**src/rtl/sd_adma_config.svh**
```systemverilog
// build-time sizes for the ADMA datapath
// FIFO depth must stay a power of two, the pointer compare relies on it
// RAM depth sets how many address bits the RAM decodes
`ifndef SD_ADMA_CONFIG_SVH
`define SD_ADMA_CONFIG_SVH

// system RAM size in 32-bit words
`define SD_ADMA_RAM_WORDS 256

// word FIFO entries between engine and DAT serializer
`define SD_ADMA_FIFO_DEPTH 8

// one descriptor slot, four words
`define SD_ADMA_DESC_BYTES 16

`endif
```
**src/rtl/sd_adma_pkg.sv**
```systemverilog
// shared types for the ADMA descriptor engine and its datapath
// addresses are byte addresses, the RAM only decodes the word index
`default_nettype none

package sd_adma_pkg;

   typedef logic [31:0] word_t;    // system RAM data word
   typedef logic [63:0] addr_t;    // 64-bit byte address
   typedef logic [15:0] len_t;     // word count from descriptor word 0
   typedef logic [3:0]  nibble_t;  // DAT[3:0]

   // descriptor attribute bits [5:4]
   typedef enum logic [1:0] {
      ACT_NOP  = 2'b00,
      ACT_TRAN = 2'b01,
      ACT_RSVD = 2'b10,  // behaves as nop
      ACT_LINK = 2'b11
   } act_e;

   typedef enum logic [2:0] {
      IDLE,
      FETCH0,  // read word 0
      FETCH1,  // word 0 back, read word 1
      FETCH2,  // word 1 back, read word 2
      DECODE,  // word 2 back, act on the descriptor
      DATA,    // tran reads
      DRAIN    // last tran word still in flight
   } eng_state_e;

endpackage

`default_nettype wire

```
**src/rtl/word_fifo_if.sv**
```systemverilog
// push/pop bundle between the ADMA engine, the word FIFO and the serializer
// no push while full, no pop while empty; rdata is the head when empty is low
`timescale 1ns/100ps
`default_nettype none

interface word_fifo_if;

   logic               push;   // engine side
   sd_adma_pkg::word_t wdata;
   logic               full;
   logic               pop;    // serializer side
   sd_adma_pkg::word_t rdata;
   logic               empty;

   modport prod (output push, output wdata, input full);

   modport buf_side (input push, input wdata, input pop,
                     output full, output rdata, output empty);

   modport cons (output pop, input rdata, input empty);

endinterface

`default_nettype wire

```
**src/rtl/word_fifo.sv**
```systemverilog
// synchronous word FIFO, depth from the config header (power of two)
// pointers carry a wrap bit, full and empty come from the compare
// a push while full or a pop while empty is dropped
`timescale 1ns/100ps
`default_nettype none
`include "sd_adma_config.svh"

module word_fifo (
   input wire        CLK,
   input wire        rst_n,
   word_fifo_if.buf_side q
);

   localparam int DEPTH = `SD_ADMA_FIFO_DEPTH;
   localparam int AW    = $clog2(DEPTH);

   sd_adma_pkg::word_t mem [DEPTH];

   logic [AW:0] wr_ptr;
   logic [AW:0] rd_ptr;
   logic        do_push;
   logic        do_pop;

   assign q.empty = (wr_ptr == rd_ptr);
   assign q.full  = (wr_ptr[AW] != rd_ptr[AW]) &&
                    (wr_ptr[AW-1:0] == rd_ptr[AW-1:0]);  // wrapped once
   assign q.rdata = mem[rd_ptr[AW-1:0]];                 // head entry

   assign do_push = q.push && !q.full;
   assign do_pop  = q.pop && !q.empty;

   always_ff @(posedge CLK) begin
      if (do_push) begin
         mem[wr_ptr[AW-1:0]] <= q.wdata;
      end
   end

   always_ff @(posedge CLK) begin
      if (!rst_n) begin
         wr_ptr <= '0;
         rd_ptr <= '0;
      end else begin
         if (do_push) wr_ptr <= wr_ptr + 1'b1;
         if (do_pop)  rd_ptr <= rd_ptr + 1'b1;
      end
   end

endmodule

`default_nettype wire

```
**src/flat_wrapper.sv**
```systemverilog
// flat-port wrapper written by rule: the top's interface ports become plain ports
module word_fifo_flat 
  (CLK, rst_n, q_push, q_wdata, q_pop, q_full, q_rdata, q_empty);
  word_fifo_if q_i ();
  input wire CLK;
  input wire rst_n;
  input wire logic [$bits(q_i.push)-1:0] q_push;
  input wire logic [$bits(q_i.wdata)-1:0] q_wdata;
  input wire logic [$bits(q_i.pop)-1:0] q_pop;
  output wire logic [$bits(q_i.full)-1:0] q_full;
  output wire logic [$bits(q_i.rdata)-1:0] q_rdata;
  output wire logic [$bits(q_i.empty)-1:0] q_empty;
  assign q_i.push = q_push;
  assign q_i.wdata = q_wdata;
  assign q_i.pop = q_pop;
  assign q_full = q_i.full;
  assign q_rdata = q_i.rdata;
  assign q_empty = q_i.empty;
  word_fifo u_core (.CLK(CLK), .rst_n(rst_n), .q(q_i));
endmodule
```
**config.mk**
```make
export PLATFORM = sky130hd
export DESIGN_NAME = word_fifo_flat
export DESIGN_NICKNAME = d
export VERILOG_FILES = /design/src/rtl/sd_adma_pkg.sv /design/src/rtl/word_fifo_if.sv /design/src/rtl/word_fifo.sv /design/src/flat_wrapper.sv
export VERILOG_INCLUDE_DIRS = /design/src /design/src/rtl
export SDC_FILE = /design/constraint.sdc
export NUM_CORES = 1
export LEC_CHECK = 0
export BUFFER_PORTS_ARGS = -buffer_cell sky130_fd_sc_hd__buf_4
export CORE_ASPECT_RATIO = 1.4
export CORE_MARGIN = 8
export CORE_UTILIZATION = 40
export CTS_CLUSTER_SIZE = 40
export DETAILED_ROUTE_END_ITERATION = 8
export HOLD_SLACK_MARGIN = 0.02
export SYNTH_ARGS = -nofsm -noshare
export SYNTH_HDL_FRONTEND = slang
export SYNTH_SLANG_ARGS = --single-unit
```
**constraint.sdc**
```tcl
create_clock -name CLK -period 5.4 [get_ports CLK]
set_input_delay 1.08 -clock CLK [delete_from_list [all_inputs] [get_ports CLK]]
set_output_delay 1.08 -clock CLK [all_outputs]
set_load 0.1 [all_outputs]
```
======== Word-level counts from Yosys, hierarchy flattened ========
Memories as Yosys holds them, arrays and structs flattened. A register that Yosys moved wholly into a read port is not among the register bits.
Cells that the tools add are included.
operators by class
  equal/unequal tests ..................... 3
  add/sub/neg operators ................... 2
  multiplexer cells ....................... 4
  reduce and logical (&&, ||, !) cells .... 5
operators by type and width
  kind                                          count
  adder 4 x 1 -> 4 bit (second input constant)  2
  two-way mux 3 bit                             2
  equality test 4 bit                           1
  equality test 3 bit                           1
  logical AND 1 bit                             3
  logical NOT 1 bit                             2
  two-way mux 1 bit                             2
  != test 1 bit                                 1
word-level totals
  RAM bits ................................ 256
  bits in registers ....................... 8
  word-level logic and storage cells ...... 17
  memories kept ........................... 1
memories
  name        words  width  rd ports  clocked after Yosys merged registers in  wr ports  line             RTL
  u_core.mem  8      32     1         1                                        1         word_fifo.sv:17  sd_adma_pkg::word_t mem [DEPTH];

======== Depth between registers and ports, before layout ========
  depth after elaboration ................. 6
  mapped depth ............................ 4

======== Worst setup path after synthesis ========
OpenSTA, ideal clock, no wires.
  path type ............................... register to register
  from .................................... register u_core.wr_ptr[0]
  to ...................................... memory u_core.mem[4][0] (netlist bit) (enable)
  arrival time ............................ 4.282 ns
  setup slack ............................. 0.616 ns
  cell stages (with the launch flop) ...... 5
  clock period less this slack ............ 4.784 ns
  library setup time ...................... 0.502 ns
  cells stage by stage .................... dfxtp_1 > buf_2 > xor2_1 > nor4_2 > nor4_1
between the ends
  cells in the longest elaborated chain, start to end .. 6
ends and longest elaborated chain
  what                                     line                RTL
  from (decl)                              word_fifo.sv:19     logic [AW:0] wr_ptr;
  from (signal assigned)                   word_fifo.sv:43     if (do_push) wr_ptr <= wr_ptr + 1'b1;
  equality test 3 bit                      word_fifo.sv:26     (wr_ptr[AW-1:0] == rd_ptr[AW-1:0]);
  logical AND 1 bit                        word_fifo.sv:25     assign q.full = (wr_ptr[AW] != rd_ptr[AW]) &&
  net q_full                               flat_wrapper.sv:10  output wire logic [$bits(q_i.full)-1:0] q_full;
  logical NOT 1 bit                        word_fifo.sv:29     assign do_push = q.push && !q.full;
  logical AND 1 bit                        word_fifo.sv:29
  two-way mux 1 bit                        word_fifo.sv:33     if (do_push) begin
  two-way mux 1 bit (not written as such)  word_fifo.sv:34     mem[wr_ptr[AW-1:0]] <= q.wdata;
  to (decl)                                word_fifo.sv:17
The timed path passes the listed nets, and every way through them passes these cells.

==> results.toml <==
[timing]
worstMarginPinSlew_ps = 905
skew_ps = 8.82
setup_viol = 0
tns_ps = 0
hold_violations = 0
fin_crit_sh = 0.731
rsz0062_at_grt = "false"
fin_ws_ps = 1450
report.final.slew_viol_count = 0
fmax_ghz = 0.253
period_needed_ps = 3950
relSlewSlack = 0.392

[synth]
synth_area_leaders = "edfxtp_1 (73%), mux4_1 (8.9%), mux4_2 (6.0%)"
ys_seq_area_frac = 0.746
synth_warnings = 0
synth_area_per_cell_um2 = 23.2
async_flop_share = 0
synth-edff-count = 256
ys_ff_latch = 267
ys.flop_type = "edfxtp_1"
synthCells = 457
netlist_top_cells_count = "edfxtp_1 (256), mux4_1 (36), mux4_2 (28)"
yosys.area.top_type_share = 0.726
synth.distinct_cells = 32
synthMostInstantiatedCell = "edfxtp_1"
syn_area_um2 = 10600
synth_top_area_cell = "edfxtp_1"
synth_nets = 495

[floorplanning]
die_x_um = 154
dieArea_um2 = 32000
start_util = 0.406
fp.coreArea_um2 = 26100
die_h_um = 209
num_rows = 70
ioPinCount = 70

[pwr]
vdd_ir_drop_max_mv = 0.188
leakagePower_nw = 4.00
power_density_nw_per_um2 = 397
power.total_mw = 4.86

[global_route]
grt_pass1_wl_um = 30100
grt_max_degree = 38
grt_usage = 0.123
antenna_found_initial = 1
first_global_vias = 5049
gr-total-overflow = 0

[placed_design]
place_hpwl_um = 12100
io_buffers = 69
dpl_worst_slack_ps = 1910
place_congestion = 0.716

[final_layout]
final_nets = 581
drive_gt1_frac = 0.342
utilization = 0.469
syn2layout_area_growth_pct = 15.4
fillers = 2172
antenna-diode-count = 0

[critical_path]
worst_setup_path_start_kind = "flip-flop"
r2r_cells = 4
endpoint = "q_rdata[31]"
cp_slowest_cell = "dfxtp_4"
endpoint_kind = "primary output"
crit_path_cell_trace = "buf_4 -> mux4_1 -> mux2_2 -> buf_4"
rr_startpoint = "u_core.wr_ptr[1]$_SDFFE_PN0P_"
slowest_delay_ps = 800
worstSetupPathType = "reg2out"
worst_path_most_repeated_cell = "buf_4"
r2r-end = "u_core.mem[7][21]$_DFFE_PP_"
crit_required_ps = 4320
arrival_ps = 2870
r2r_slack_ps = 2880
path_max_fanout = 37

[cts]
cts-resized-gates = 0
cts_buffers = 24
postCtsHoldBufs = 0
tritoncts = "built"
htreeDepth = 1
clk_latency_ps = 510
post_cts_buffers = 0
max-clock-path-buffers = 3
cts-root-buf = "clkbuf_16"
clk_pin_slew_ps = 60
cts.sinks = 267

[status]
status = "completed"

[routing]
drc_errors = 0
drt-total-wl_um = 20100
antenna_left = 0
vias_per_cell = 5.33
drtPass1Iterations = 4
first_iter_violations = 281
vias = 4707
wl_per_cell_um = 22.8

[job]
drv_cap = 0

[min_path]
hp-class = "reg2reg"
hold_depth = 2
==> through the flow <==
stage          cells  area, µm²  hold slack [ps]
5_1_grt          883      12200              585
6_report         883      12200              568
3_3_place_gp     841      11500              548
4_1_cts          883      12200              572
3_5_place_dp     841      11500              565
2_1_floorplan    457      10600              513
==> registers in the layout, indices dropped and copies added (netlist names), named ones only <==
register       flops
u_core.mem       256
u_core.rd_ptr      4
u_core.wr_ptr      4
==> logic make-up (layout without fill, tap and decap cells) <==
logic type               count (synthesis)  after routing  synth area share
AO/OA/AOI/OAI                            9              9           0.00791
XOR/XNOR                                 8              8           0.00661
adder cells (fa/ha/maj)                  2              2           0.00236
buffers and inverters                   25            127            0.0159
flip-flops                             267            267             0.746
multiplexers                           107            107             0.202
AND/OR/NAND/NOR                         39             39            0.0189
==> cells in the final DEF, fill, tap and decap left out, types with 2 or more instances in the layout <==
master / netlist / final
dfxtp_1: 11 / 8
nand2_1: 14 / 14
nand3_1: 2 / 2
clkinv_1: 0 / 3
xnor2_1: 4 / 4
a311o_1: 2 / 2
mux2_4: 24 / 24
mux4_1: 36 / 36
clkinv_2: 0 / 5
dfxtp_2: 0 / 2
xor2_1: 4 / 4
a41oi_1: 2 / 2
o211ai_1: 2 / 2
mux2i_1: 9 / 9
ha_1: 2 / 2
mux2_2: 10 / 10
nor2_4: 0 / 4
buf_4: 0 / 85
nand2b_1: 8 / 8
clkbuf_1: 1 / 8
edfxtp_1: 256 / 256
nor4_2: 1 / 2
nor3_2: 0 / 3
clkbuf_16: 0 / 25
o41a_1: 2 / 2
mux4_2: 28 / 28
nand4_1: 2 / 2
==> layout make-up <==
type	instances	area [µm²]	area share
Sequential cell	267	7910	0.647
Timing Repair Buffer	85	638	0.0522
Clock inverter	9	45.0	0.00368
Tap cell	324	405	0.0332
Multi-Input combinational cell	165	2570	0.210
Clock buffer	33	656	0.0536
==> where the power goes <==
| group | switching, mW | total [mW] | leakage, nW | internal, mW |
|---|---|---|---|---|
| combinational | 0.623 | 0.943 | 1.24 | 0.320 |
| clock | 0.686 | 1.54 | 0.346 | 0.849 |
| sequential | 0.0553 | 2.38 | 2.42 | 2.32 |
==> layer usage <==
layer	track usage	vias to the layer above	part of all wire
li1	-	2122	-
met1	0.134	2471	0.39
met2	0.236	86	0.55
met3	0.0248	26	0.044
met4	0.0363	2	0.018
met5	0	-	0.00050
==> how the worst min path moves through the flow <==
stage | from | to | slack, ps
2_1_floorplan | u_core.rd_ptr[2]$_SDFFE_PN0P_ | flip-flop | 510
3_3_place_gp | u_core.rd_ptr[2]$_SDFFE_PN0P_ | flip-flop | 550
3_5_place_dp | u_core.rd_ptr[2]$_SDFFE_PN0P_ | flip-flop | 560
4_1_cts | u_core.rd_ptr[1]$_SDFFE_PN0P_ | flip-flop | 570
5_1_grt | u_core.rd_ptr[2]$_SDFFE_PN0P_ | flip-flop | 590
6_report | u_core.rd_ptr[2]$_SDFFE_PN0P_ | flip-flop | 570
==> critical path: cells and delay by family, from the launching register on <==
| kind | cells | cell delay [ps] |
|---|---|---|
| buf+inv | 2 | 660 |
| mux | 2 | 870 |
| flops | 1 | 800 |
Note: power is estimated with default switching activity, not from simulation.
