File: src/rtl/sd_adma_config.svh
// build-time sizes for the ADMA datapath
// FIFO depth must stay a power of two, the pointer compare relies on it
// RAM depth sets how many address bits the RAM decodes
`ifndef SD_ADMA_CONFIG_SVH
`define SD_ADMA_CONFIG_SVH

// system RAM size in 32-bit words
`define SD_ADMA_RAM_WORDS 256

// word FIFO entries between engine and DAT serializer
`define SD_ADMA_FIFO_DEPTH 8

// one descriptor slot, four words
`define SD_ADMA_DESC_BYTES 16

`endif
File: src/rtl/sd_adma_pkg.sv
// shared types for the ADMA descriptor engine and its datapath
// addresses are byte addresses, the RAM only decodes the word index
`default_nettype none

package sd_adma_pkg;

   typedef logic [31:0] word_t;    // system RAM data word
   typedef logic [63:0] addr_t;    // 64-bit byte address
   typedef logic [15:0] len_t;     // word count from descriptor word 0
   typedef logic [3:0]  nibble_t;  // DAT[3:0]

   // descriptor attribute bits [5:4]
   typedef enum logic [1:0] {
      ACT_NOP  = 2'b00,
      ACT_TRAN = 2'b01,
      ACT_RSVD = 2'b10,  // behaves as nop
      ACT_LINK = 2'b11
   } act_e;

   typedef enum logic [2:0] {
      IDLE,
      FETCH0,  // read word 0
      FETCH1,  // word 0 back, read word 1
      FETCH2,  // word 1 back, read word 2
      DECODE,  // word 2 back, act on the descriptor
      DATA,    // tran reads
      DRAIN    // last tran word still in flight
   } eng_state_e;

endpackage

`default_nettype wire

File: src/rtl/word_fifo_if.sv
// push/pop bundle between the ADMA engine, the word FIFO and the serializer
// no push while full, no pop while empty; rdata is the head when empty is low
`timescale 1ns/100ps
`default_nettype none

interface word_fifo_if;

   logic               push;   // engine side
   sd_adma_pkg::word_t wdata;
   logic               full;
   logic               pop;    // serializer side
   sd_adma_pkg::word_t rdata;
   logic               empty;

   modport prod (output push, output wdata, input full);

   modport buf_side (input push, input wdata, input pop,
                     output full, output rdata, output empty);

   modport cons (output pop, input rdata, input empty);

endinterface

`default_nettype wire

File: src/rtl/adma_engine.sv
// ADMA descriptor walker, fetches three words per slot then acts on it
// tran words go to the FIFO, one read in flight at most
// a stalled word waits in the RAM read register until full drops
// start is ignored while busy; the int attribute bit is not used
`timescale 1ns/100ps
`default_nettype none
`include "sd_adma_config.svh"

module adma_engine (
   input  wire                      CLK,
   input  wire                      rst_n,
   input  wire                      start,
   input  wire sd_adma_pkg::addr_t  base_addr,
   output logic                     rd_en,
   output sd_adma_pkg::addr_t       rd_addr,
   input  wire sd_adma_pkg::word_t  rd_data,
   word_fifo_if.prod                fifo,
   output logic                     busy,
   output logic                     done,
   output logic                     error
);

   localparam sd_adma_pkg::addr_t STRIDE = `SD_ADMA_DESC_BYTES;

   sd_adma_pkg::eng_state_e state;
   sd_adma_pkg::addr_t      desc_addr;  // current slot
   sd_adma_pkg::addr_t      data_ptr;   // next tran word
   sd_adma_pkg::addr_t      full_addr;
   sd_adma_pkg::word_t      addr_lo;    // descriptor word 1
   sd_adma_pkg::len_t       len;
   sd_adma_pkg::len_t       remaining;  // reads still to issue
   sd_adma_pkg::act_e       act;
   logic                    attr_valid;
   logic                    attr_end;
   logic                    pend;       // read issued last cycle, not yet pushed
   logic                    issue;

   assign full_addr  = {rd_data, addr_lo};  // word 2 is on rd_data in DECODE
   assign issue      = (state == sd_adma_pkg::DATA) && !fifo.full;
   assign fifo.push  = pend && !fifo.full;
   assign fifo.wdata = rd_data;
   assign busy       = (state != sd_adma_pkg::IDLE);

   always_comb begin
      rd_en   = 1'b0;
      rd_addr = data_ptr;
      case (state)
         sd_adma_pkg::FETCH0: begin
            rd_en   = 1'b1;
            rd_addr = desc_addr;
         end
         sd_adma_pkg::FETCH1: begin
            rd_en   = 1'b1;
            rd_addr = desc_addr + 64'd4;
         end
         sd_adma_pkg::FETCH2: begin
            rd_en   = 1'b1;
            rd_addr = desc_addr + 64'd8;
         end
         sd_adma_pkg::DATA: rd_en = issue;
         default: ;
      endcase
   end

   // control
   always_ff @(posedge CLK) begin
      if (!rst_n) begin
         state     <= sd_adma_pkg::IDLE;
         pend      <= 1'b0;
         remaining <= '0;
         done      <= 1'b0;
         error     <= 1'b0;
      end else begin
         done  <= 1'b0;
         error <= 1'b0;
         pend  <= issue || (pend && fifo.full);  // hold while stalled
         case (state)
            sd_adma_pkg::IDLE:   if (start) state <= sd_adma_pkg::FETCH0;
            sd_adma_pkg::FETCH0: state <= sd_adma_pkg::FETCH1;
            sd_adma_pkg::FETCH1: state <= sd_adma_pkg::FETCH2;
            sd_adma_pkg::FETCH2: state <= sd_adma_pkg::DECODE;
            sd_adma_pkg::DECODE: begin
               remaining <= len;
               if (!attr_valid) begin
                  error <= 1'b1;
                  state <= sd_adma_pkg::IDLE;
               end else if (act == sd_adma_pkg::ACT_TRAN && len != '0) begin
                  state <= sd_adma_pkg::DATA;
               end else if (attr_end) begin
                  done  <= 1'b1;
                  state <= sd_adma_pkg::IDLE;
               end else begin
                  state <= sd_adma_pkg::FETCH0;
               end
            end
            sd_adma_pkg::DATA: begin
               if (issue) begin
                  remaining <= remaining - 16'd1;
                  if (remaining == 16'd1) state <= sd_adma_pkg::DRAIN;
               end
            end
            sd_adma_pkg::DRAIN: begin
               if (!fifo.full) begin  // last word pushed now
                  if (attr_end) begin
                     done  <= 1'b1;
                     state <= sd_adma_pkg::IDLE;
                  end else begin
                     state <= sd_adma_pkg::FETCH0;
                  end
               end
            end
            default: state <= sd_adma_pkg::IDLE;
         endcase
      end
   end

   // descriptor fields and pointers
   always_ff @(posedge CLK) begin
      case (state)
         sd_adma_pkg::IDLE: if (start) desc_addr <= base_addr;
         sd_adma_pkg::FETCH1: begin
            attr_valid <= rd_data[0];
            attr_end   <= rd_data[1];
            act        <= sd_adma_pkg::act_e'(rd_data[5:4]);
            len        <= rd_data[31:16];
         end
         sd_adma_pkg::FETCH2: addr_lo <= rd_data;
         sd_adma_pkg::DECODE: begin
            data_ptr <= full_addr;
            if (act == sd_adma_pkg::ACT_LINK) begin
               desc_addr <= full_addr;
            end else if (act != sd_adma_pkg::ACT_TRAN || len == '0) begin
               desc_addr <= desc_addr + STRIDE;  // nop, reserved, empty tran
            end
         end
         sd_adma_pkg::DATA: if (issue) data_ptr <= data_ptr + 64'd4;
         sd_adma_pkg::DRAIN: if (!fifo.full) desc_addr <= desc_addr + STRIDE;
         default: ;
      endcase
   end

endmodule

`default_nettype wire

File: src/flat_wrapper.sv
// flat-port wrapper written by rule: the top's interface ports become plain ports
module adma_engine_flat 
  (CLK, rst_n, start, base_addr, rd_en, rd_addr, rd_data, busy, done, error, fifo_push, fifo_wdata, fifo_full);
  word_fifo_if fifo_i ();
  input  wire CLK;
  input  wire rst_n;
  input  wire start;
  input  wire sd_adma_pkg::addr_t base_addr;
  output logic rd_en;
  output sd_adma_pkg::addr_t rd_addr;
  input  wire sd_adma_pkg::word_t rd_data;
  output logic busy;
  output logic done;
  output logic error;
  output wire logic [$bits(fifo_i.push)-1:0] fifo_push;
  output wire logic [$bits(fifo_i.wdata)-1:0] fifo_wdata;
  input wire logic [$bits(fifo_i.full)-1:0] fifo_full;
  assign fifo_push = fifo_i.push;
  assign fifo_wdata = fifo_i.wdata;
  assign fifo_i.full = fifo_full;
  adma_engine u_core (.CLK(CLK), .rst_n(rst_n), .start(start), .base_addr(base_addr), .rd_en(rd_en), .rd_addr(rd_addr), .rd_data(rd_data), .fifo(fifo_i), .busy(busy), .done(done), .error(error));
endmodule
File: config.mk
export PLATFORM = sky130hd
export DESIGN_NAME = adma_engine_flat
export DESIGN_NICKNAME = d
export VERILOG_FILES = /design/src/rtl/sd_adma_pkg.sv /design/src/rtl/word_fifo_if.sv /design/src/rtl/adma_engine.sv /design/src/flat_wrapper.sv
export VERILOG_INCLUDE_DIRS = /design/src /design/src/rtl
export SDC_FILE = /design/constraint.sdc
export NUM_CORES = 1
export LEC_CHECK = 0
export BUFFER_PORTS_ARGS = -buffer_cell sky130_fd_sc_hd__clkbuf_2
export CAP_MARGIN = 25
export CORE_UTILIZATION = 50
export DETAILED_ROUTE_END_ITERATION = 16
export PLACE_DENSITY = 0.71
export SYNTH_ARGS = -nofsm -noshare
export SYNTH_HDL_FRONTEND = slang
export SYNTH_SLANG_ARGS = --single-unit
File: constraint.sdc
create_clock -name CLK -period 17.3 [get_ports CLK]
set_input_delay 5.19 -clock CLK [delete_from_list [all_inputs] [get_ports CLK]]
set_output_delay 5.19 -clock CLK [all_outputs]
set_load 0.02 [all_outputs]
== After elaboration in Yosys (flattened, before gate mapping) ==
Index checks and enable logic that the tools add are counted.

* Register bits: 202
* Input bits: 100
* Output and inout port bits: 101
* Logic and storage cells: 75

* $add $sub $neg: 5
* Equality and inequality tests: 15
* Mux-type cells: 25
* Reductions and logical operators: 18

{| class="wikitable"
|+ Operator list
! kind !! number
|-
| 64-bit one-hot mux with 3 select lines || 2
|-
| 64-bit 2-to-1 mux || 5
|-
| 64-bit by 3-bit adder with 64-bit output (second input constant) || 2
|-
| 64-bit one-hot mux with 2 select lines || 1
|-
| 64-bit by 4-bit adder with 64-bit output (second input constant) || 1
|-
| 64-bit by 5-bit adder with 64-bit output (second input constant) || 1
|-
| 16-bit one-hot mux with 2 select lines || 1
|-
| 3-bit one-hot mux with 7 select lines || 1
|-
| 3-bit 2-to-1 mux || 6
|-
| 16-bit by 1-bit == test with 1-bit output (second input constant) || 1
|-
| 16-bit zero test || 1
|-
| 16-bit 2-to-1 mux || 1
|-
| 16-bit nonzero test || 1
|-
| 16-bit by 1-bit subtractor with 16-bit output (second input constant) || 1
|-
| 3-bit == test (second input constant) || 3
|-
| 4-bit AND reduction || 2
|-
| 3-bit by 2-bit == test with 1-bit output (second input constant) || 2
|-
| 1-bit 2-to-1 mux || 6
|-
| 2-bit inequality test (second input constant) || 3
|-
| 3-bit nonzero test || 2
|-
| 1-bit logical AND || 4
|-
| 2-bit by 1-bit inequality test with 1-bit output (second input constant) || 2
|-
| 1-bit one-hot mux with 2 select lines || 2
|-
| 2-bit AND reduction || 2
|-
| other kinds (9) || 10
|}

== Longest topological paths before layout ==
* Depth after elaboration: 5
* Gate-level depth with buffers: 10

== Least setup slack after synthesis ==
No wires, ideal clock.

* Path kind: input-to-output
* Start point: input port fifo_full
* End point: output port rd_en
* Arrival time: 5873 ps
* Required time: 12110 ps
* Slack: 6237 ps
* Stages on the path: 2
* Buffers on the path: 1
* Path through: clkbuf_1 -> o21ai_0

* Cells in the longest elaborated chain, start to end: 3

{| class="wikitable"
|+ Ends and longest elaborated chain
! item !! RTL line !! RTL
|-
| start: declaration || flat_wrapper.sv:17 || <nowiki>input wire logic [$bits(fifo_i.full)-1:0] fifo_full;</nowiki>
|-
| 1-bit zero test || adma_engine.sv:39 || <nowiki>assign issue = (state == sd_adma_pkg::DATA) && !fifo.full;</nowiki>
|-
| 1-bit logical AND || adma_engine.sv:39 ||
|-
| 1-bit one-hot mux with 2 select lines || adma_engine.sv:47 || <nowiki>case (state)</nowiki>
|-
| end: declaration || flat_wrapper.sv:9 || <nowiki>output logic rd_en;</nowiki>
|}

No other way between the ends.

== Worst setup path after layout ==
Same ends and word-level chain as after synthesis.

==> results.py <==
metrics = {
    "place": {
        "finalWeightedCongestion": 1.04,
        "numPortBuffers": 200,
        "dp_hpwl_um": 46400,
    },
    "cts": {
        "cts_buffers": 24,
        "clock-sinks": 202,
        "clockBufferDepth": 3,
        "cts_setup_buffers": 0,
        "clk_pin_slew_ns": 0.06,
        "htreeDepth": 1,
        "cts_resized": 0,
        "hold_buffers": 0,
        "cts-root-buf": "clkbuf_16",
        "clock_latency_ns": 0.54,
        "cts_tree": "built",
    },
    "detailed_routing": {
        "wl_per_cell_um": 29.6,
        "drt_first_iter_violations": 2399,
        "route.detailed.drc": 0,
        "via_per_inst": 6.81,
        "vias": 14300,
        "firstDrtPassIters": 7,
        "drt-total-wl_um": 61900,
        "ant_nets": 0,
    },
    "run": {
        "max_cap_violations": 0,
    },
    "cells_and_area": {
        "diodes": 0,
        "syn_to_final_growth_pct": 12.7,
        "layout.nets": 1809,
        "drive_gt1_frac": 0.185,
    },
    "timing": {
        "timing.final.max_slew_violations": 0,
        "rsz0062_at_grt": "false",
        "setup_viol_count_final": 0,
        "period_share": 0.635,
        "worst_slew_pin_slew_ns": 1.12,
        "post-route-min-period_ns": 10.98,
        "fin_skew_ns": 0.0149,
        "hold_viol": 0,
        "fmax_ghz": 0.0911,
        "setup-tns-final_ns": 0,
        "timing.hold.ws_ns": 0.488,
        "max_slew_margin": 0.252,
    },
    "floorplanning": {
        "dieArea_um2": 28600,
        "die_height_um": 169,
        "coreArea_um2": 27200,
        "initial_core_util": 0.514,
        "std_cell_rows": 60,
        "die_x_um": 169,
        "io-pin-count": 201,
    },
    "synth": {
        "ys_seq_elements": 202,
        "synth.cell_area_um2": 14000,
        "synth_cell_type_count": 74,
        "syn-instance-count": 1606,
        "seq_area_frac_synth": 0.419,
        "synth-main-ff-cell": "edfxtp_1",
        "synth-edff-count": 180,
        "synth_fp_nets": 1712,
        "avgSynthCellArea_um2": 8.70,
        "async_flop_share": 0,
        "ys_warn_count": 0,
    },
    "pwr": {
        "cellPowerDensity_nw_per_um2": 98.0,
        "irDropWorstVdd_v": 0.0000870,
        "leakage_nw": 5.40,
    },
    "setup_path": {
        "crit_path_end_kind": "output port",
        "path_max_fanout": 11,
        "required_ns": 12.11,
        "worst_setup_path_start_kind": "input port",
        "crit_type": "input port to output port",
        "critPathArrivalTime_ns": 5.79,
    },
    "grt": {
        "overflow": 0,
        "antenna_found_initial": 2,
        "grt_pass1_wl_um": 88300,
        "grt_use_total": 0.427,
        "grt_pass1_vias": 12800,
        "grt_max_degree": 80,
    },
    "status": {
        "status": "completed",
    },
    "min_path": {
        "hold_path.class": "register to register",
    },
}
## registers in the layout, indices dropped and copies added (netlist names), named ones only
register / count
u_core.len: 16
u_core.state: 3
u_core.attr_valid: 1
u_core.attr_end: 1
u_core.addr_lo: 32
u_core.done: 1
u_core.data_ptr: 64
u_core.remaining: 16
u_core.error: 1
u_core.act: 2
u_core.desc_addr: 64
## path summary, 6_finish.rpt
| check | startpoint | to | slack, ns | cells after the start |
|---|---|---|---|---|
| max | fifo_full | rd_en | 6.32 | 3 |
| min | register | register | 0.49 | 2 |
| max reg2reg | u_core.state[2] | u_core.remaining[2] | 13.36 | 10 |
| min reg2reg | register | register | 0.49 | 2 |
## synth_stat cells (18+ instances only)
cell,n,area (µm²)
inv_1,31,116
xor2_1,40,350
dfxtp_1,22,440
a31oi_1,18,113
nand2_1,210,788
and3_1,18,113
a22oi_1,70,526
buf_4,32,240
o21ai_1,30,150
clkbuf_1,81,304
nor2_1,115,432
xnor2_1,78,683
edfxtp_1,180,5410
nor4_1,29,181
o21ai_0,147,736
a21oi_1,44,220
nand4_1,65,407
nor3_1,65,325
buf_2,29,145
nand3_1,66,330
## metal layers
metal	global-route usage	up-vias	wire (µm)
met5	0	-	0
met4	0.196	0	3300
met3	0.0660	162	6870
met2	0.651	1042	26900
met1	0.598	6901	24800
li1	-	6151	-
## cells by family after synthesis
logic type / share of synthesized area
flops: 0.419
fa+ha+maj: 0.00537
compound gates: 0.186
buf+inv: 0.0628
mux: 0.00376
simple gates: 0.249
xor+xnor: 0.0740
## area by class of cell
type | count | area (µm²)
well taps | 372 | 465
multi-input cells | 1216 | 7310
fillers | 2487 | 11400
inverters | 32 | 120
clock buffers | 32 | 641
clock inverters | 12 | 150
repair buffers | 227 | 1200
flip-flops and latches | 202 | 5850
## report_power, final
part / internal, W / switching (W)
Clock: 0.000306 / 0.000219
Combinational: 0.000116 / 0.000266
Sequential: 0.000573 / 0.0000625
## worst max-delay path, cell delays in order
cell	delay (ns)
clkbuf_2	0.18
o21ai_0	0.20
clkbuf_2	0.21
## cell usage in the layout, fill, tap and decap left out, types with 40 or more instances in the layout
cell type / instances
a21oi_1: 43
a22oi_1: 70
clkbuf_2: 201
edfxtp_1: 180
nand2_1: 208
nand3_1: 66
nand4_1: 65
nor2_1: 112
nor3_1: 64
o21ai_0: 147
xnor2_1: 78
xor2_1: 40
## through the flow
step	instances	worst slack, ns	cell area (µm²)	power [W]	utilization
finish	2093	6.32	15700	0.00154	0.579
global route	2093	6.27	15700	0.00158	0.579
CTS	2092	6.33	15700	0.00153	0.579
detailed placement	2048	6.33	14900	0.00101	0.550
global placement	2048	6.36	14900	0.00101	0.550
floorplan	1606	6.24	14000	0.000853	-
No activity file was read; power rests on OpenSTA's default activity.
