[config.mk]
export PLATFORM = sky130hd
export DESIGN_NAME = dat_serializer_flat
export DESIGN_NICKNAME = d
export VERILOG_FILES = /design/src/rtl/sd_adma_config.svh /design/src/rtl/sd_adma_pkg.sv /design/src/rtl/word_fifo_if.sv /design/src/rtl/dat_serializer.sv /design/src/flat_wrapper.sv
export SDC_FILE = /design/constraint.sdc
export NUM_CORES = 1
export LEC_CHECK = 0
export BUFFER_PORTS_ARGS = -buffer_cell sky130_fd_sc_hd__buf_2
export CAP_MARGIN = 25
export CORE_ASPECT_RATIO = 0.9
export CORE_MARGIN = 8
export CORE_UTILIZATION = 52
export DETAILED_ROUTE_END_ITERATION = 8
export PLACE_DENSITY = 0.78
export SYNTH_ARGS = -nofsm -noshare
export SYNTH_HDL_FRONTEND = slang
export SYNTH_SLANG_ARGS = --single-unit
[constraint.sdc]
create_clock -name CLK -period 1.8 [get_ports CLK]
set_input_delay 0.18 -clock CLK [delete_from_list [all_inputs] [get_ports CLK]]
set_output_delay 0.18 -clock CLK [all_outputs]
set_load 0.005 [all_outputs]
[src/rtl/sd_adma_config.svh]
// build-time sizes for the ADMA datapath
// FIFO depth must stay a power of two, the pointer compare relies on it
// RAM depth sets how many address bits the RAM decodes
`ifndef SD_ADMA_CONFIG_SVH
`define SD_ADMA_CONFIG_SVH

// system RAM size in 32-bit words
`define SD_ADMA_RAM_WORDS 256

// word FIFO entries between engine and DAT serializer
`define SD_ADMA_FIFO_DEPTH 8

// one descriptor slot, four words
`define SD_ADMA_DESC_BYTES 16

`endif
[src/rtl/sd_adma_pkg.sv]
// shared types for the ADMA descriptor engine and its datapath
// addresses are byte addresses, the RAM only decodes the word index
`default_nettype none

package sd_adma_pkg;

   typedef logic [31:0] word_t;    // system RAM data word
   typedef logic [63:0] addr_t;    // 64-bit byte address
   typedef logic [15:0] len_t;     // word count from descriptor word 0
   typedef logic [3:0]  nibble_t;  // DAT[3:0]

   // descriptor attribute bits [5:4]
   typedef enum logic [1:0] {
      ACT_NOP  = 2'b00,
      ACT_TRAN = 2'b01,
      ACT_RSVD = 2'b10,  // behaves as nop
      ACT_LINK = 2'b11
   } act_e;

   typedef enum logic [2:0] {
      IDLE,
      FETCH0,  // read word 0
      FETCH1,  // word 0 back, read word 1
      FETCH2,  // word 1 back, read word 2
      DECODE,  // word 2 back, act on the descriptor
      DATA,    // tran reads
      DRAIN    // last tran word still in flight
   } eng_state_e;

endpackage

`default_nettype wire

[src/rtl/word_fifo_if.sv]
// push/pop bundle between the ADMA engine, the word FIFO and the serializer
// no push while full, no pop while empty; rdata is the head when empty is low
`timescale 1ns/100ps
`default_nettype none

interface word_fifo_if;

   logic               push;   // engine side
   sd_adma_pkg::word_t wdata;
   logic               full;
   logic               pop;    // serializer side
   sd_adma_pkg::word_t rdata;
   logic               empty;

   modport prod (output push, output wdata, input full);

   modport buf_side (input push, input wdata, input pop,
                     output full, output rdata, output empty);

   modport cons (output pop, input rdata, input empty);

endinterface

`default_nettype wire

[src/rtl/dat_serializer.sv]
// word to nibble serializer for the 4-bit DAT bus, high nibble first
// one nibble per card_ready cycle, dat_valid follows card_ready
// reload takes one idle cycle, so 8 nibbles per 9 ready cycles at best
`timescale 1ns/100ps
`default_nettype none

module dat_serializer (
   input  wire                  CLK,
   input  wire                  rst_n,
   word_fifo_if.cons            q,
   input  wire                  card_ready,
   output sd_adma_pkg::nibble_t dat,
   output logic                 dat_valid
);

   sd_adma_pkg::word_t sreg;    // word being shifted out
   logic [2:0]         cnt;     // nibbles already sent
   logic               loaded;

   assign q.pop     = !loaded && !q.empty;  // fetch only when idle
   assign dat       = sreg[31:28];
   assign dat_valid = loaded && card_ready;

   always_ff @(posedge CLK) begin
      if (!rst_n) begin
         loaded <= 1'b0;
         cnt    <= '0;
      end else if (q.pop) begin
         loaded <= 1'b1;
         cnt    <= '0;
      end else if (dat_valid) begin
         cnt <= cnt + 3'd1;
         if (cnt == 3'd7) loaded <= 1'b0;  // eighth nibble out
      end
   end

   always_ff @(posedge CLK) begin
      if (q.pop) begin
         sreg <= q.rdata;
      end else if (dat_valid) begin
         sreg <= {sreg[27:0], 4'h0};
      end
   end

endmodule

`default_nettype wire

[src/flat_wrapper.sv]
// flat-port wrapper written by rule: the top's interface ports become plain ports
module dat_serializer_flat 
  (CLK, rst_n, card_ready, dat, dat_valid, q_pop, q_rdata, q_empty);
  word_fifo_if q_i ();
  input  wire CLK;
  input  wire rst_n;
  input  wire card_ready;
  output sd_adma_pkg::nibble_t dat;
  output logic dat_valid;
  output wire logic [$bits(q_i.pop)-1:0] q_pop;
  input wire logic [$bits(q_i.rdata)-1:0] q_rdata;
  input wire logic [$bits(q_i.empty)-1:0] q_empty;
  assign q_pop = q_i.pop;
  assign q_i.rdata = q_rdata;
  assign q_i.empty = q_empty;
  dat_serializer u_core (.CLK(CLK), .rst_n(rst_n), .q(q_i), .card_ready(card_ready), .dat(dat), .dat_valid(dat_valid));
endmodule
-- Yosys cells after proc, flatten, opt, wreduce, memory -nomap -nowiden
Index checks and enable logic that the tools add are counted.
- flip-flop bits (word level): 36
- input port bits: 36
- output and inout port bits: 6
- add/subtract/negate cells: 1
- equal/unequal tests: 1
- multiplexer cells: 5
- bitwise logic cells: 1
- reduce and logical (&&, ||, !) cells: 8
- operator list (operator ; number):
    two-way mux 32 bit ; 2
    nonzero test 2 bit ; 2
    adder 3 x 1 -> 3 bit (second input constant) ; 1
    equality test 3 bit (second input constant) ; 1
    two-way mux 1 bit ; 3
    logical AND 1 bit ; 2
    zero test 1 bit ; 2
    AND reduction 2 bit ; 1
    OR reduction 2 bit ; 1
    NOT 1 bit ; 1

-- Depth between registers and ports, before layout
Gate-level depths: netlist (run 1).
- word-level depth: 4
- depth in mapped cells: 4
- gate-level depth less buffers: 4

-- Worst setup path after synthesis (run 1)
No wires, ideal clock.
- kind: register to register
- start: reg u_core.loaded
- end: reg u_core.sreg[0], enable pin
- library setup time: 0.376 ns
- arrival time: 1.024 ns
- data required time: 1.424 ns
- setup slack: 0.400 ns
- cell stages (with the launch flop): 3
- buffers on the path: 1
- period minus slack after synthesis: 1.400 ns
- path through: dfxtp_1 > buf_6 > mux2_2
- word-level cells in the longest chain between the ends: 3
- elaborated cells between the ends (all ways): 4
- classes of those cells: 4 x reduce/logical
- ends and longest elaborated chain (item ; RTL line ; source):
    start: declaration ; dat_serializer.sv:18 ; logic loaded;
    start signal: assignment ; dat_serializer.sv:26 ; loaded <= 1'b0;
    start signal: assignment ; dat_serializer.sv:29 ; loaded <= 1'b1;
    start signal: assignment ; dat_serializer.sv:33 ; if (cnt == 3'd7) loaded <= 1'b0;
    zero test 1 bit ; dat_serializer.sv:20 ; assign q.pop = !loaded && !q.empty;
    logical AND 1 bit ; dat_serializer.sv:20 ;
    nonzero test 2 bit (no line) (*) ; n/a ;
    end signal: assignment ; dat_serializer.sv:39 ; sreg <= q.rdata;
    end signal: assignment ; dat_serializer.sv:41 ; sreg <= {sreg[27:0], 4'h0};
    end: declaration ; dat_serializer.sv:16 ; sd_adma_pkg::word_t sreg;
Every way passes the cells marked *; elsewhere a longest branch is shown, timed or not.
A chain may end at the register's enable or synchronous reset.

-- Worst setup path in the final report (run 1)
- start: reg u_core.loaded
- end: out q_pop
- word-level cells in the longest chain between the ends: 2
- ends and longest elaborated chain (item ; RTL line ; source):
    zero test 1 bit ; dat_serializer.sv:20 ;
    logical AND 1 bit ; dat_serializer.sv:20 ;
    end: declaration ; flat_wrapper.sv:10 ; output wire logic [$bits(q_i.pop)-1:0] q_pop;
Every way passes these cells.

==> flow_metrics.tcl, run 1 <==
set metrics [dict create \
    nFillCells 232 \
    crit_path_start_kind "register" \
    leakagePower_nw 0.846 \
    r2r_cells 4 \
    cp.required_ns 1.62 \
    final_layout_size_suffix_gt1_frac 0.583 \
    path_clk_slew_ns 0.10 \
    yosys_most_used_dff "edfxtp_1" \
    maxCapViolCount 0 \
    power_switching_mw 0.386 \
    post_drt_wl_per_cell_um 15.8 \
    yosysMostFrequentCell "edfxtp_1" \
    port_buffers 41 \
    antenna_found_initial 0 \
    drc 0 \
    synthDistinctLibCells 18 \
    grt_pass1_vias 1038 \
    syn_nets 132 \
    maxSlewHeadroom 0.479 \
    rrSetupSlack_ns 0.21 \
    synthTopCellsByArea "edfxtp_1 (57%), mux2_4 (22%), dfxtp_1 (4.7%)" \
    met3RoutedLength_um 241 \
    clk_latency_ns 0.34 \
    pin_count 42 \
    num_vias 888 \
    syn_avg_cell_area_um2 18.0 \
    ys_ff_latch 36 \
    finish.utilization 0.636 \
    die_x_um 76.1 \
    area_delta_synth_final_pct 16.2 \
    grt_overflow 0 \
    p_int_mw 1.33 \
    synth_cells 94 \
    design_area_mm2 0.00197 \
    syn_area_mm2 0.00169 \
    postPlaceCellArea_mm2 0.00192 \
    cts_hold_buf 0 \
    cts_made_buffers 5 \
    nets 176 \
    dr.pass1.iters 4 \
    vias_per_cell 4.91 \
    cts_tree "built" \
    dr_wl_met2_um 1280 \
    clockRootBuffer "clkbuf_4" \
    antenna_left 0 \
    die_h_um 70.1 \
    hold_end "u_core.sreg[2]" \
    track_usage 0.108 \
    drt_wl_total_um 2850 \
    share_seq_of_total_power 0.607 \
    rows 19 \
    whs_path_depth 2 \
    clock-sinks 36 \
    place_congestion 0.713 \
    r2r_start "u_core.loaded" \
    yosysSeqAreaShare 0.615 \
    synth_edf_count 32 \
    yosysWarningCount 0 \
    combPwrFrac 0.153 \
    cts.htree.levels 2 \
    rsz0062_at_grt "false" \
    critPathKind "reg -> out" \
    status "completed" \
    diodes 0 \
    dieArea_mm2 0.00534 \
    hpwl_um 2020 \
    core_area_mm2 0.00309 \
    synth.largest_area_cell "edfxtp_1" \
    fmax_ghz 0.590 \
    critPathArrivalTime_ns 1.51 \
    whs_ns 0.118 \
    start_util 0.547 \
    crit_fanout 16 \
    drt_iter0_drc 39 \
    finalSetupViolCount 0 \
    fin_crit_sh 0.941 \
    switching_share 0.225 \
    grt_max_degree 34 \
    cts_resized 0 \
    tns_ns 0 \
    hold_viol_final 0 \
    min_period_ns 1.69 \
    async_reset_ff_frac 0 \
    clockBufferDepth 2 \
    r2r-end "u_core.sreg[4]" \
    report.final.slew_viol_count 0 \
    power_density_mw_per_mm2 871 \
    worst_pin_slew_ns 0.781 \
    finalClockSkew_ns 0.00785 \
    end_kind "output port" \
    synth_top_area_share 0.568 \
    clockPowerShare 0.240 \
    synth_commonest_cells "edfxtp_1 (32), mux2_4 (25), and2_1 (5)" \
    grt_pass1_wl_um 4610 \
    routedLengthMet1_um 1240 \
    total_power_mw 1.71 \
    hold_path_class "in -> reg" \
    min_from "q_rdata[2]" \
    postCtsSetupRepairBufs 0 \
    max-vdd-ir-drop_mv 0.550 \
    top_layer "met4" \
]
worst max-delay path, cell delays in order (launching register included):
cell,delay (ns)
dfxtp_1,0.39
buf_4,0.18
nor2_8,0.27
buf_12,0.20
buf_2,0.13
worst max path at each step:
stage | startpoint | to | slack, ns | cells past startpoint
floorplan | u_core.loaded | u_core.sreg[0] | 0.40 | 2
global placement | u_core.loaded | u_core.sreg[23] | 0.25 | 4
detailed placement | u_core.loaded | u_core.sreg[6] | 0.21 | 4
CTS | u_core.loaded | q_pop | 0.08 | 4
global route | u_core.loaded | q_pop | 0.02 | 4
finish | u_core.loaded | q_pop | 0.11 | 4
per-stage QoR:
step / std cells / setup WS [ns]
floorplan: 94 / 0.400
global placement: 173 / 0.253
detailed placement: 173 / 0.208
CTS: 181 / 0.0821
global route: 181 / 0.0244
finish: 181 / 0.106
flip-flops by register name, indices dropped and copies added (netlist names):
| signal | count |
|---|---|
| u_core.sreg | 32 |
| u_core.loaded | 1 |
| u_core.cnt | 3 |
routing by layer:
| metal | vias up | global-route usage |
|---|---|---|
| li1 | 438 | - |
| met1 | 405 | 0.119 |
| met2 | 36 | 0.161 |
| met3 | 9 | 0.0537 |
| met4 | 0 | 0.0704 |
| met5 | - | 0 |
area by class of cell:
type	count	area, um^2	area share
clock buffers	7	45.0	0.0229
clock inverters	1	3.75	0.00191
flip-flops and latches	36	1040	0.530
repair buffers	45	248	0.126
well taps	42	52.6	0.0267
inverters	2	7.51	0.00382
multi-input cells	48	568	0.289
power by group through the flow:
stage | registers [mW] | clock network (mW) | logic (mW)
floorplan | 1.05 | 0 | 0.201
global placement | 1.05 | 0 | 0.253
detailed placement | 1.06 | 0 | 0.265
CTS | 1.04 | 0.423 | 0.266
global route | 1.05 | 0.456 | 0.283
finish | 1.04 | 0.411 | 0.262
cell families (layout without fill, tap and decap cells):
kind of cell	count (synthesis)	after routing	share of synthesized area
AOI/OAI and AO/OA	7	7	0.0259
xor gates and xnor gates	1	1	0.00518
adders and majority gates	2	2	0.0148
buffers and inverters	10	55	0.0488
DFF	36	36	0.615
muxes	30	30	0.254
and+or+nand+nor	8	8	0.0355
cells in the final DEF, fill, tap and decap left out, drive strengths merged:
cell / instances
a211oi: 2
a21oi: 3
and2: 5
buf: 45
clkbuf: 7
clkinv: 1
dfxtp: 4
edfxtp: 32
ha: 2
inv: 2
mux2: 29
mux2i: 1
nand2: 1
nand3: 1
nor2: 1
o21ai: 2
xnor2: 1
No activity file was read; power rests on OpenSTA's default activity.
==> run 2, diff against run 1 <==
--- a/config.mk
+++ b/config.mk
@@ -9,9 +9,9 @@
 export CAP_MARGIN = 25
 export CORE_ASPECT_RATIO = 0.9
 export CORE_MARGIN = 8
-export CORE_UTILIZATION = 52
+export CORE_UTILIZATION = 56
 export DETAILED_ROUTE_END_ITERATION = 8
-export PLACE_DENSITY = 0.78
+export PLACE_DENSITY = 0.83
 export SYNTH_ARGS = -nofsm -noshare
 export SYNTH_HDL_FRONTEND = slang
 export SYNTH_SLANG_ARGS = --single-unit
==> constraint.sdc (replaced) <==
create_clock -name CLK -period 2.1 [get_ports CLK]
set_input_delay 0.21 -clock CLK [delete_from_list [all_inputs] [get_ports CLK]]
set_output_delay 0.21 -clock CLK [all_outputs]
set_load 0.005 [all_outputs]
==> flow_metrics.tcl, run 2 (same netlist as run 1, synthesis figures left out) <==
set metrics [dict create \
    clockRootBuffer "clkbuf_4" \
    diodes 0 \
    grt_pass1_vias 880 \
    report.final.slew_viol_count 0 \
    start_util 0.569 \
    critPathKind "reg -> out" \
    end_kind "output port" \
    p_int_mw 1.25 \
    top_regs "u_core.sreg: 32 flops, u_core.cnt: 3 flops, u_core.loaded: 1 flops" \
    cp_top_family "flip-flops" \
    design_area_mm2 0.00197 \
    rrSetupSlack_ns 0.43 \
    dieArea_mm2 0.00504 \
    clockBufferDepth 2 \
    vias_per_cell 4.85 \
    rsz0062_at_grt "false" \
    die_x_um 73.9 \
    worst_pin_slew_ns 0.745 \
    cts.htree.levels 2 \
    status "completed" \
    finalSetupViolCount 0 \
    core_area_mm2 0.00297 \
    slowest_delay_ns 0.43 \
    cts_hold_buf 0 \
    postPlaceCellArea_mm2 0.00189 \
    switching_share 0.204 \
    final_common_cell "buf_2" \
    hpwl_um 1860 \
    crit_fanout 19 \
    nets 173 \
    grt_pass1_wl_um 4170 \
    area_delta_synth_final_pct 16.5 \
    setup_ws_ns 0.346 \
    drt_iter0_drc 39 \
    min_period_ns 1.75 \
    final_cell_mix "buf_2 (41), edfxtp_1 (32), mux2_4 (25)" \
    leakagePower_nw 0.847 \
    place_ws_ns 0.426 \
    place_congestion 0.688 \
    cts_made_buffers 5 \
    final_layout_size_suffix_gt1_frac 0.588 \
    cp.buffers_inverters 2 \
    fin_crit_sh 0.835 \
    largest_register_ff_count 32 \
    maxCapViolCount 0 \
    rows 19 \
    antenna_left 0 \
    share_seq_of_total_power 0.568 \
    antenna_found_initial 0 \
    clk_latency_ns 0.33 \
    power_switching_mw 0.322 \
    cp.required_ns 1.89 \
    max-vdd-ir-drop_mv 0.559 \
    whs_ns 0.144 \
    maxSlewHeadroom 0.503 \
    tns_ns 0 \
    fmax_ghz 0.570 \
    path_cells "nor2_8, buf_12, buf_2" \
    hold_path_class "in -> reg" \
    clock-sinks 36 \
    cts_tree "built" \
    postCtsSetupRepairBufs 0 \
    combPwrFrac 0.136 \
    critPathArrivalTime_ns 1.54 \
    drt_wl_total_um 2640 \
    seqCellArea_mm2 0.00104 \
    post_drt_wl_per_cell_um 14.8 \
    finalClockSkew_ns 0.0103 \
    path_clk_slew_ns 0.10 \
    hold_viol_final 0 \
    dr.pass1.iters 4 \
    track_usage 0.114 \
    clockPowerShare 0.297 \
    num_vias 863 \
    crit_path_start_kind "register" \
    grt_max_degree 34 \
    port_buffers 41 \
    pin_count 42 \
    drc 0 \
    grt_overflow 0 \
    crit_slowest_cell "dfxtp_1" \
    power_density_mw_per_mm2 799 \
    cts_resized 0 \
    multi_input_area_um2 568 \
    nFillCells 214 \
    largest-register "u_core.sreg" \
    die_h_um 68.1 \
]
## run 2: cell types whose count changed in the layout (fill, tap and decap cells not counted)
cell | previous run | this run
clkinv_2 | 0 | 1
clkbuf_1 | 2 | 1
buf_4 | 3 | 0
clkinv_1 | 1 | 0
bufinv_16 | 0 | 1
## run 2: routing by layer
metal	wire [um]	track usage
met1	1150	0.138
met5	0	0
met4	48	0.0672
met3	250	0.0600
met2	1200	0.159
## run 2: final timing paths
kind                  from         endpoint  cells after the start
max          u_core.loaded            q_pop                      3
min             q_rdata[0]   u_core.sreg[0]                      2
max reg2reg  u_core.loaded  u_core.sreg[26]                      1
min reg2reg  u_core.cnt[2]    u_core.cnt[2]                      2
## run 2: final cells by class
cell class / instances / area share
Timing Repair Buffer: 42 / 0.114
Inverter: 2 / 0.00381
Multi-Input combinational cell: 48 / 0.288
Clock inverter: 2 / 0.0178
Clock buffer: 6 / 0.0210
Tap cell: 42 / 0.0267
Sequential cell: 36 / 0.528
## run 2: power groups by stage
stage                     Sequential [mW]  Clock [mW]  Combinational (mW)
after floorplan                     0.898           0               0.172
after global placement              0.905           0               0.210
final                               0.894       0.467               0.214
after CTS                           0.895       0.482               0.218
after global routing                0.901       0.517               0.232
after detailed placement            0.911           0               0.216
## run 2: per-stage QoR
stage               cells  utilization  total power [mW]
CTS                   178        0.663              1.59
floorplan              94            -              1.07
global route          178        0.663              1.65
finish                178        0.663              1.57
detailed placement    170        0.637              1.13
global placement      170        0.637              1.12
